## src/hw/issue_pkg.sv

```systemverilog
package issue_pkg;

    typedef logic [31:0] instr_t;
    typedef logic [4:0]  reg_addr_t;
    typedef logic [5:0]  opcode_t;
    typedef logic [5:0]  funct_t;

    // primary opcodes
    localparam opcode_t OP_R_TYPE = 6'b000000;
    localparam opcode_t OP_J      = 6'b000010;
    localparam opcode_t OP_JAL    = 6'b000011;
    localparam opcode_t OP_BEQ    = 6'b000100;
    localparam opcode_t OP_BNE    = 6'b000101;
    localparam opcode_t OP_ADDI   = 6'b001000;
    localparam opcode_t OP_ORI    = 6'b001101;
    localparam opcode_t OP_COP0   = 6'b010000;
    localparam opcode_t OP_LW     = 6'b100011;
    localparam opcode_t OP_SW     = 6'b101011;

    // R-type function codes
    localparam funct_t FN_JR      = 6'b001000;
    localparam funct_t FN_SYSCALL = 6'b001100;
    localparam funct_t FN_BREAK   = 6'b001101;
    localparam funct_t FN_MFHI    = 6'b010000;
    localparam funct_t FN_MTHI    = 6'b010001;
    localparam funct_t FN_MFLO    = 6'b010010;
    localparam funct_t FN_MTLO    = 6'b010011;
    localparam funct_t FN_MULT    = 6'b011000;
    localparam funct_t FN_DIV     = 6'b011010;

    localparam reg_addr_t RA_REG = 5'd31;  // jal link register

    localparam int FIFO_DEPTH = 8;
    localparam int FIFO_AW    = $clog2(FIFO_DEPTH);

    typedef logic [3:0] fifo_cnt_t;  // holds 0..FIFO_DEPTH

    typedef struct packed {
        opcode_t   op;
        reg_addr_t rs;
        reg_addr_t rt;
        reg_addr_t waddr;
        logic      reg_wen;
        logic      mem_en;
        logic      memtoreg;
        logic      is_branch;
        logic      is_hilo;
        logic      is_spec;    // privileged / trap
    } dec_t;

    typedef struct packed {
        logic      valid;
        reg_addr_t waddr;
        logic      memtoreg;
    } stage_t;

    typedef struct packed {
        logic   valid;
        instr_t instr;
    } issue_t;

endpackage

```

## src/hw/inst_decode.sv

```systemverilog
`timescale 1ns/1ps

module inst_decode (
    input  issue_pkg::instr_t instr,
    output issue_pkg::dec_t   dec
);
    import issue_pkg::*;

    funct_t    fn;
    reg_addr_t rd;

    assign fn = instr[5:0];
    assign rd = instr[15:11];

    always_comb begin
        dec       = '0;
        dec.op    = instr[31:26];
        dec.rs    = instr[25:21];
        dec.rt    = instr[20:16];

        case (dec.op)
            OP_R_TYPE: begin
                case (fn)
                    FN_JR: begin
                        dec.is_branch = 1'b1;
                    end
                    FN_SYSCALL, FN_BREAK: begin
                        dec.is_spec = 1'b1;  // traps
                    end
                    FN_MFHI, FN_MFLO: begin
                        dec.is_hilo = 1'b1;
                        dec.reg_wen = 1'b1;
                        dec.waddr   = rd;
                    end
                    FN_MTHI, FN_MTLO, FN_MULT, FN_DIV: begin
                        dec.is_hilo = 1'b1;  // writes hi/lo only
                    end
                    default: begin
                        dec.reg_wen = 1'b1;
                        dec.waddr   = rd;
                    end
                endcase
            end
            OP_LW: begin
                dec.mem_en   = 1'b1;
                dec.memtoreg = 1'b1;
                dec.reg_wen  = 1'b1;
                dec.waddr    = dec.rt;
            end
            OP_SW: begin
                dec.mem_en = 1'b1;
            end
            OP_BEQ, OP_BNE, OP_J: begin
                dec.is_branch = 1'b1;
            end
            OP_JAL: begin
                dec.is_branch = 1'b1;
                dec.reg_wen   = 1'b1;
                dec.waddr     = RA_REG;
            end
            OP_ADDI, OP_ORI: begin
                dec.reg_wen = 1'b1;
                dec.waddr   = dec.rt;
            end
            OP_COP0: begin
                dec.is_spec = 1'b1;
            end
            default: begin
                dec.reg_wen = 1'b0;  // unknown op, no side effects
            end
        endcase
    end

endmodule

```

## src/hw/inst_fifo.sv

```systemverilog
`timescale 1ns/1ps

module inst_fifo (
    input  logic                 clk,
    input  logic                 arst_n,
    input  logic                 push,
    input  issue_pkg::instr_t    push_instr,
    input  logic                 pop_one,
    input  logic                 pop_two,
    output issue_pkg::instr_t    head0,
    output issue_pkg::instr_t    head1,
    output logic                 fifo_empty,
    output logic                 fifo_almost_empty,
    output logic                 fifo_full,
    output issue_pkg::fifo_cnt_t count
);
    import issue_pkg::*;

    typedef logic [FIFO_AW-1:0] ptr_t;

    instr_t    mem [FIFO_DEPTH];
    ptr_t      wr_ptr;
    ptr_t      rd_ptr;
    logic      push_ok;
    fifo_cnt_t pop_num;

    assign push_ok = push && !fifo_full;  // drop on full
    assign pop_num = fifo_cnt_t'(pop_one) + fifo_cnt_t'(pop_two);

    assign head0 = mem[rd_ptr];
    assign head1 = mem[rd_ptr + ptr_t'(1)];

    assign fifo_empty        = (count == '0);
    assign fifo_almost_empty = (count == fifo_cnt_t'(1));
    assign fifo_full         = (count == fifo_cnt_t'(FIFO_DEPTH));

    always_ff @(posedge clk) begin
        if (push_ok) begin
            mem[wr_ptr] <= push_instr;
        end
    end

    always_ff @(posedge clk or negedge arst_n) begin
        if (!arst_n) begin
            wr_ptr <= '0;
            rd_ptr <= '0;
            count  <= '0;
        end else begin
            if (push_ok) begin
                wr_ptr <= wr_ptr + ptr_t'(1);  // wraps, depth is a power of two
            end
            rd_ptr <= rd_ptr + ptr_t'(pop_num);
            count  <= count + fifo_cnt_t'(push_ok) - pop_num;
        end
    end

    a_no_push_full: assert property (
        @(posedge clk) disable iff (!arst_n)
        push |-> !fifo_full
    ) else $error("inst_fifo: push while full, instruction dropped");

    a_pop_two_depth: assert property (
        @(posedge clk) disable iff (!arst_n)
        pop_two |-> (count >= fifo_cnt_t'(2))
    ) else $error("inst_fifo: double pop with fewer than two entries");

    a_pop_two_order: assert property (
        @(posedge clk) disable iff (!arst_n)
        pop_two |-> pop_one
    ) else $error("inst_fifo: pop_two without pop_one");

endmodule

```

## src/hw/issue_ctrl.sv

```systemverilog
`timescale 1ns/1ps

module issue_ctrl (
    input  issue_pkg::dec_t   master_dec,
    input  issue_pkg::dec_t   slave_dec,
    input  issue_pkg::stage_t e_stage,
    input  issue_pkg::stage_t m_stage,
    input  logic              fifo_empty,
    input  logic              fifo_almost_empty,
    output logic              master_en,
    output logic              slave_en,
    output logic              slave_in_delayslot
);
    import issue_pkg::*;

    logic master_load_use;
    logic slave_dep;
    logic slave_blocked;
    logic slave_load_use;
    logic two_entries;

    // pending load result in a stage feeding this source register
    function automatic logic load_hit(input stage_t stg, input reg_addr_t src);
        return stg.valid && stg.memtoreg && (stg.waddr == src);
    endfunction

    assign two_entries = !(fifo_empty || fifo_almost_empty);

    assign master_load_use = load_hit(e_stage, master_dec.rs) ||
                             load_hit(e_stage, master_dec.rt) ||
                             load_hit(m_stage, master_dec.rs) ||
                             load_hit(m_stage, master_dec.rt);

    assign slave_load_use  = load_hit(e_stage, slave_dec.rs) ||
                             load_hit(e_stage, slave_dec.rt) ||
                             load_hit(m_stage, slave_dec.rs) ||
                             load_hit(m_stage, slave_dec.rt);

    assign master_en = !fifo_empty && !master_load_use;

    always_comb begin
        slave_dep = 1'b0;
        if (master_dec.reg_wen && (master_dec.waddr != '0)) begin
            if (slave_dec.op == OP_R_TYPE) begin
                slave_dep = (slave_dec.rs == master_dec.waddr) ||
                            (slave_dec.rt == master_dec.waddr);
            end else begin
                slave_dep = (slave_dec.rs == master_dec.waddr);  // rt is a dest here
            end
        end
    end

    assign slave_blocked = !master_en            ||
                           master_dec.mem_en     ||
                           slave_dec.is_branch   ||
                           slave_dec.mem_en      ||
                           slave_dec.is_hilo     ||
                           master_dec.is_spec    ||
                           slave_dec.is_spec;

    assign slave_en = two_entries && !slave_dep && !slave_blocked && !slave_load_use;

    assign slave_in_delayslot = master_dec.is_branch && slave_en;

endmodule

```

## src/hw/issue_top.sv

```systemverilog
`timescale 1ns/1ps

module issue_top (
    input  logic              clk,
    input  logic              arst_n,
    input  logic              push,
    input  issue_pkg::instr_t push_instr,
    output logic              fifo_full,
    output issue_pkg::issue_t master_out,
    output issue_pkg::issue_t slave_out,
    output logic              slave_in_delayslot
);
    import issue_pkg::*;

    instr_t head0;
    instr_t head1;
    logic   fifo_empty;
    logic   fifo_almost_empty;
    dec_t   master_dec;
    dec_t   slave_dec;
    stage_t e_stage;
    stage_t m_stage;
    logic   master_en;
    logic   slave_en;
    logic   slave_ds;  // combinational delay-slot decision

    inst_fifo u_fifo (
        .clk               (clk),
        .arst_n            (arst_n),
        .push              (push),
        .push_instr        (push_instr),
        .pop_one           (master_en),
        .pop_two           (slave_en),
        .head0             (head0),
        .head1             (head1),
        .fifo_empty        (fifo_empty),
        .fifo_almost_empty (fifo_almost_empty),
        .fifo_full         (fifo_full),
        .count             ()
    );

    inst_decode u_dec_master (.instr(head0), .dec(master_dec));
    inst_decode u_dec_slave  (.instr(head1), .dec(slave_dec));

    issue_ctrl u_ctrl (
        .master_dec         (master_dec),
        .slave_dec          (slave_dec),
        .e_stage            (e_stage),
        .m_stage            (m_stage),
        .fifo_empty         (fifo_empty),
        .fifo_almost_empty  (fifo_almost_empty),
        .master_en          (master_en),
        .slave_en           (slave_en),
        .slave_in_delayslot (slave_ds)
    );

    pipe_tracker u_tracker (
        .clk                (clk),
        .arst_n             (arst_n),
        .master_en          (master_en),
        .slave_en           (slave_en),
        .slave_in_delayslot (slave_ds),
        .master_dec         (master_dec),
        .head0              (head0),
        .head1              (head1),
        .master_out         (master_out),
        .slave_out          (slave_out),
        .slave_delayslot_q  (slave_in_delayslot),
        .e_stage            (e_stage),
        .m_stage            (m_stage)
    );

endmodule

```

## src/hw/pipe_tracker.sv

```systemverilog
`timescale 1ns/1ps

module pipe_tracker (
    input  logic              clk,
    input  logic              arst_n,
    input  logic              master_en,
    input  logic              slave_en,
    input  logic              slave_in_delayslot,
    input  issue_pkg::dec_t   master_dec,
    input  issue_pkg::instr_t head0,
    input  issue_pkg::instr_t head1,
    output issue_pkg::issue_t master_out,
    output issue_pkg::issue_t slave_out,
    output logic              slave_delayslot_q,
    output issue_pkg::stage_t e_stage,
    output issue_pkg::stage_t m_stage
);
    import issue_pkg::*;

    logic   master_vld_q;
    logic   slave_vld_q;
    instr_t master_instr_q;
    instr_t slave_instr_q;
    stage_t e_next;

    always_comb begin
        e_next = '0;  // bubble when nothing issues
        if (master_en) begin
            e_next.valid    = 1'b1;
            e_next.waddr    = master_dec.waddr;
            e_next.memtoreg = master_dec.memtoreg;
        end
    end

    always_ff @(posedge clk) begin
        if (master_en) begin
            master_instr_q <= head0;
        end
        if (slave_en) begin
            slave_instr_q <= head1;
        end
    end

    always_ff @(posedge clk or negedge arst_n) begin
        if (!arst_n) begin
            master_vld_q      <= 1'b0;
            slave_vld_q       <= 1'b0;
            slave_delayslot_q <= 1'b0;
            e_stage           <= '0;
            m_stage           <= '0;
        end else begin
            master_vld_q      <= master_en;
            slave_vld_q       <= slave_en;
            slave_delayslot_q <= slave_in_delayslot;
            e_stage           <= e_next;
            m_stage           <= e_stage;
        end
    end

    assign master_out = '{valid: master_vld_q, instr: master_instr_q};
    assign slave_out  = '{valid: slave_vld_q,  instr: slave_instr_q};

    a_delayslot_pair: assert property (
        @(posedge clk) disable iff (!arst_n)
        slave_delayslot_q |-> (slave_vld_q && master_vld_q)
    ) else $error("pipe_tracker: delay-slot flag without an issued pair");

endmodule
```

## config.mk

```make
export PLATFORM = sky130hd
export DESIGN_NAME = issue_top
export DESIGN_NICKNAME = d
export VERILOG_FILES = /design/src/hw/issue_pkg.sv /design/src/hw/inst_decode.sv /design/src/hw/inst_fifo.sv /design/src/hw/issue_ctrl.sv /design/src/hw/issue_top.sv /design/src/hw/pipe_tracker.sv
export SDC_FILE = /design/constraint.sdc
export NUM_CORES = 1
export LEC_CHECK = 0
export ABC_CLOCK_PERIOD_IN_PS = 5300
export BUFFER_PORTS_ARGS = -buffer_cell sky130_fd_sc_hd__buf_2
export CAP_MARGIN = 20
export CORE_MARGIN = 2
export CORE_UTILIZATION = 55
export CTS_CLUSTER_DIAMETER = 30
export DETAILED_ROUTE_END_ITERATION = 7
export GPL_ROUTABILITY_DRIVEN = 0
export PLACE_DENSITY_LB_ADDON = 0.25
export REMOVE_ABC_BUFFERS = 1
export SKIP_LAST_GASP = 1
export SLEW_MARGIN = 0
export SYNTH_ARGS = -nofsm -noshare
export SYNTH_HDL_FRONTEND = slang
export SYNTH_HIERARCHICAL = 1
export SYNTH_SLANG_ARGS = --single-unit
```

## constraint.sdc

```tcl
create_clock -name clk -period 5.3 [get_ports clk]
set_clock_uncertainty 0.1 [all_clocks]
set_input_delay 1.06 -clock clk [delete_from_list [all_inputs] [get_ports clk]]
set_output_delay 1.06 -clock clk [all_outputs]
set_load 0.01 [all_outputs]
```

# --- Word level (Yosys, flattened, before mapping) ---
# Memory sizes are Yosys's and may differ from the RTL's.
# Cells that the tools add are included.
op_classes:
  reduce_logical: 53
  n_eq_ne: 44
  mux: 21
  addsub: 6
op_table:
  columns: ["cell", "n"]
  rows:
  - ["$eq A6 B5 Y1 const B", 12]
  - ["$eq A5 B5 Y1", 10]
  - ["$eq A6 B4 Y1 const B", 8]
  - ["$eq A6 B2 Y1 const B", 4]
  - ["$eq A6 B3 Y1 const B", 4]
  - ["$eq A6 B6 Y1 const B", 4]
  - ["$logic_and A1 B1 Y1", 17]
  - ["$pmux W5 S3", 1]
  - ["$logic_or A1 B1 Y1", 14]
  - ["$mux W1", 13]
  - ["$logic_not A6 Y1", 2]
  - ["$reduce_or A4 Y1", 3]
  - ["$pmux W1 S2", 5]
  - ["$logic_not A1 Y1", 8]
  - ["$reduce_or A2 Y1", 4]
  - ["$mux W7", 1]
  - ["$reduce_or A7 Y1", 1]
  - ["$add A3 B1 Y3 const B", 2]
  - ["$mux W6", 1]
  - ["$reduce_or A6 Y1", 1]
  - ["$reduce_bool A5 Y1", 1]
  - ["$add A4 B1 Y4", 1]
  - ["$eq A4 B1 Y1 const B", 1]
  - ["$eq A4 B4 Y1 const B", 1]
  - ["5 further kinds", 5]
word_totals:
  ff_bits: 91
  ram_bits: 256
  out_inout_bits: 68
  memories: 1
memory_table:
  columns: ["memory", "depth", "width", "rd", "rd_clocked_by_memory_dff", "write_ports", "line", "text"]
  rows:
  - ["u_fifo.mem", 8, 32, 2, 0, 1, "inst_fifo.sv:21", "instr_t mem [FIFO_DEPTH];"]

# --- Logic depth before layout (Yosys ltp) ---
# An unclocked memory read counts as a cell.
logic_depth:
  ltp_word: 20
  ltp_mapped: 22
  ltp_nobuf: 19

# --- Hierarchy ---
# The synthesis kept the hierarchy.
by_module_without_submodules:
  columns: ["module", "area_per_inst_um2", "cells_per_inst", "n_inst"]
  rows:
  - ["inst_fifo", 12648.4, 765, 1]
  - ["pipe_tracker", 2382.3, 89, 1]
  - ["inst_decode", 379.1, 50, 2]
  - ["issue_ctrl", 661.9, 89, 1]

# --- Least setup slack after synthesis ---
# OpenSTA, ideal clock, no wires.
synth_timing:
  kind: "reg2reg"
  startpoint: "register u_fifo.rd_ptr[0]"
  endpoint: "register u_fifo.count[2]"
  path_slack_ns: -0.514
  arrival_time_ns: 5.591
  required_ns: 5.077
  path_stages_with_launch: 21
  synth_period_minus_slack_ns: 5.814
  cell_sequence: "dfrtp_1 buf_2 buf_2 mux4_2 mux2_2 nor4bb_1 a31oi_1 o21ba_4 a221o_2 or4_1 o21ai_1 a21oi_1 nor4_2 and3_2 ha_1 ha_1 inv_1 ha_1 inv_1 fa_1 xnor2_1"
synth_lines:
  columns: ["item", "line", "text"]
  rows:
  - ["start: declaration", "inst_fifo.sv:23", "ptr_t rd_ptr;"]
  - ["start signal: assignment", "inst_fifo.sv:52", "rd_ptr <= rd_ptr + ptr_t'(pop_num);"]
  - ["end signal: assignment", "inst_fifo.sv:53", "count <= count + fifo_cnt_t'(push_ok) - pop_num;"]
  - ["end: declaration", "inst_fifo.sv:15", "output issue_pkg::fifo_cnt_t count"]

==> results.md <==
- TritonCTS Buffers: between 70 and 80
- Antenna-violating nets left: 0
- Required @ worst endpoint: 5.65 ns
- Run status: complete, no violations
- Area grow syn2layout: 26.7%
- CP Depth: 22
- Core Area: roughly 29000 um^2
- CP Buf/Inv Count: 7
- Cell family with most CP delay: simple AND/OR/NAND/NOR gates
- Slew of the pin with the lowest slew margin: 1.08 ns
- Reg-to-reg endpoint: u_fifo/count[1]$_DFF_PN0_
- Crit-path slowest cell: fa_2
- Die height: 176 um
- Vias in the first global route: 10477
- Metal1 wirelength: 16.2 mm
- Port bufs: 102
- Routed WL per cell: 24.1 um
- Most common cell on crit path: ha_4
- Initial antenna violation count: 0
- Setup CP Type: flip-flop to flip-flop
- Beginning of the critical path: u_fifo/rd_ptr[0]$_DFF_PN0_
- Met2 WL post-DR: 20.1 mm
- Total of max-cap violations: 0
- RSZ-0062 raised after global routing: yes
- Crit Path Max Fanout: 7
- 1st-iter DRT viols: between 800 and 900
- Final nets: 1275
- Residual DRC count: 0
- Total Neg Setup Slack: 0 ns
- H-tree Lvls: 3
- Mapped cell area: 16200 um^2
- Total track usage: 26.0%
- N_diodes: 0
- Vias: between 10000 and 15000
- Layout cells sized above 1: 38.3%
- Finished Core Util: between 70% and 80%
- CTS tree: done
- First-pass GRT wire length: 60.4 mm
- Max incr delay on CP: 0.56 ns
- R2r setup slk: around 0.043 ns
- Clock transition at path regs: approximately 0.06 ns
- Cells on worst reg2reg path: 22
- Startpoint types: flip-flop
- Clk_lat worst skew: 0.56 ns
- Syn Area/Cell: 16.0 um^2
- Pin count of the biggest net entering global routing: 104
- Die ar.: around 31000 um^2
- DIE WIDTH: 176 um
- Critical Path, Cell by Cell: buf_12 -> buf_12 -> mux4_2 -> mux2_4 -> buf_4 -> nor4bb_2 -> nor3b_1 -> buf_4 -> a221o_2 -> xor2_1 -> nor4_1 -> nand3_1 -> a21oi_2 -> nor4_2 -> and3_4 -> ha_4 -> ha_4 -> inv_2 -> ha_4 -> inv_1 -> fa_2 -> inv_1
- Final Max Slew Viols: 0
- Min cycle time layout: 5.26 ns
- Bufs on Longest Clock Path: 3
- Boundary Pins: 103
- Met3 wire len: 2.89 mm
- Core Rows: 62
- Relative slew slack: 27.5%
- WL final: 40.2 mm
- YS warnings: 6
- DR vias/cell: ~6.2
- Worst path arrival time: between 5 and 6 ns
- Synth Instances: 1016
- Hold crit path type: flip-flop to flip-flop
- Crit end category: flip-flop
- Final Hold Violating Endpoints: 0
- Worst reg2reg startpoint: u_fifo/rd_ptr[0]$_DFF_PN0_
- CTS root buffer: clkbuf_16
- CP endpoint: u_fifo/count[1]$_DFF_PN0_
- GRT Residual Overflow: 0
- Top sig layer: met4
- Period utilization: 99.2%
- Hpwl dp: about 24 mm
- DRT Pass-1 Iters: 5
- Initial cell density of the core: 56.2%
- Fmax: 0.190 GHz
- Final setup viols: 0
- Clk sinks: 346
==> cells in the final DEF, fill, tap and decap left out, drive strengths merged, types with 3 or more instances in the layout <==
| cell | n |
|---|---|
| mux2i | 65 |
| nor3 | 11 |
| inv | 26 |
| buf | 230 |
| nor2 | 14 |
| mux4 | 64 |
| edfxtp | 320 |
| and3 | 65 |
| clkinv | 18 |
| nor4 | 42 |
| dfrtp | 26 |
| clkinvlp | 11 |
| a21oi | 5 |
| a221o | 5 |
| nand4 | 7 |
| nor2b | 64 |
| nand3 | 6 |
| xor2 | 31 |
| xnor2 | 27 |
| a2111oi | 65 |
| mux2 | 33 |
| and2 | 6 |
| or4 | 5 |
| nand2b | 6 |
| o21ai | 3 |
| ha | 11 |
| clkbuf | 84 |
| bufinv | 5 |
| nand2 | 8 |
==> worst reg2reg max path, stage by stage (launching register included) <==
cell and delay [ns]:
dfrtp_4 0.53, buf_12 0.17, buf_12 0.12, mux4_2 0.41, mux2_4 0.30, buf_4 0.17
nor4bb_2 0.45, nor3b_1 0.32, buf_4 0.20, a221o_2 0.16, xor2_1 0.08, nor4_1 0.29
nand3_1 0.13, a21oi_2 0.17, nor4_2 0.06, and3_4 0.21, ha_4 0.27, ha_4 0.19
inv_2 0.06, ha_4 0.12, inv_1 0.05, fa_2 0.56, inv_1 0.04
==> sequential cells by signal (all words and copies together) (netlist names) <==
register,cells
u_fifo/count,4
u_tracker/m_stage,7
u_tracker/e_stage,7
u_fifo/rd_ptr,3
u_tracker/slave_vld_q,1
u_tracker/slave_instr_q,32
u_tracker/slave_delayslot_q,1
u_fifo/wr_ptr,3
u_tracker/master_instr_q,32
u_fifo/mem,256
==> routing by layer <==
| metal | track usage, % | up-vias |
|---|---|---|
| met5 | 0 | - |
| met4 | 9.85 | 0 |
| met3 | 4.98 | 93 |
| met2 | 43.2 | 493 |
| met1 | 34.3 | 5259 |
| li1 | - | 4534 |
==> worst min-delay path by stage <==
stage / end / slack, ns / cells past startpoint / startpoint
floorplan: u_tracker/m_stage[0]$_DFF_PN0_ / 0.33 / 0 / u_tracker/e_stage[0]$_DFF_PN0_
global placement: u_tracker/m_stage[0]$_DFF_PN0_ / 0.38 / 0 / u_tracker/e_stage[0]$_DFF_PN0_
detailed placement: u_tracker/m_stage[0]$_DFF_PN0_ / 0.38 / 0 / u_tracker/e_stage[0]$_DFF_PN0_
CTS: u_tracker/m_stage[0]$_DFF_PN0_ / 0.40 / 0 / u_tracker/e_stage[0]$_DFF_PN0_
global route: u_tracker/m_stage[0]$_DFF_PN0_ / 0.42 / 0 / u_tracker/e_stage[0]$_DFF_PN0_
finish: u_tracker/m_stage[0]$_DFF_PN0_ / 0.41 / 0 / u_tracker/e_stage[0]$_DFF_PN0_
==> layout make-up <==
cell class | count | area [um^2]
Fill cell | 1879 | 8300
Inverter | 9 | 33.8
Clock inverter | 51 | 531
Clock buffer | 83 | 1910
Tap cell | 384 | 480
Multi-Input combinational cell | 566 | 5680
Timing Repair Buffer | 231 | 1660
Sequential cell | 346 | 10300
==> through the flow <==
stage	cell area [um^2]	instances	hold WS (ns)	setup slack, ns
5_1_grt	20600	1670	0.421	-0.112
4_1_cts	20300	1660	0.401	0.0000786
3_5_place_dp	17800	1521	0.380	-0.295
6_report	20600	1670	0.409	0.0425
2_1_floorplan	15700	921	0.330	-6.89
3_3_place_gp	17700	1520	0.378	-0.243
==> repair_timing <==
item                                    CTS  global route
resized for setup                        10            33
gates cloned                              0             1
endpoints found under the setup margin    3             4
buffers inserted                          5            10
pin swaps                                 4            10
hold buffers                              0             0
Power is left out: the tool's default activity adds up to more than one toggle a clock period on the data nets, which glitch-free logic cannot reach.
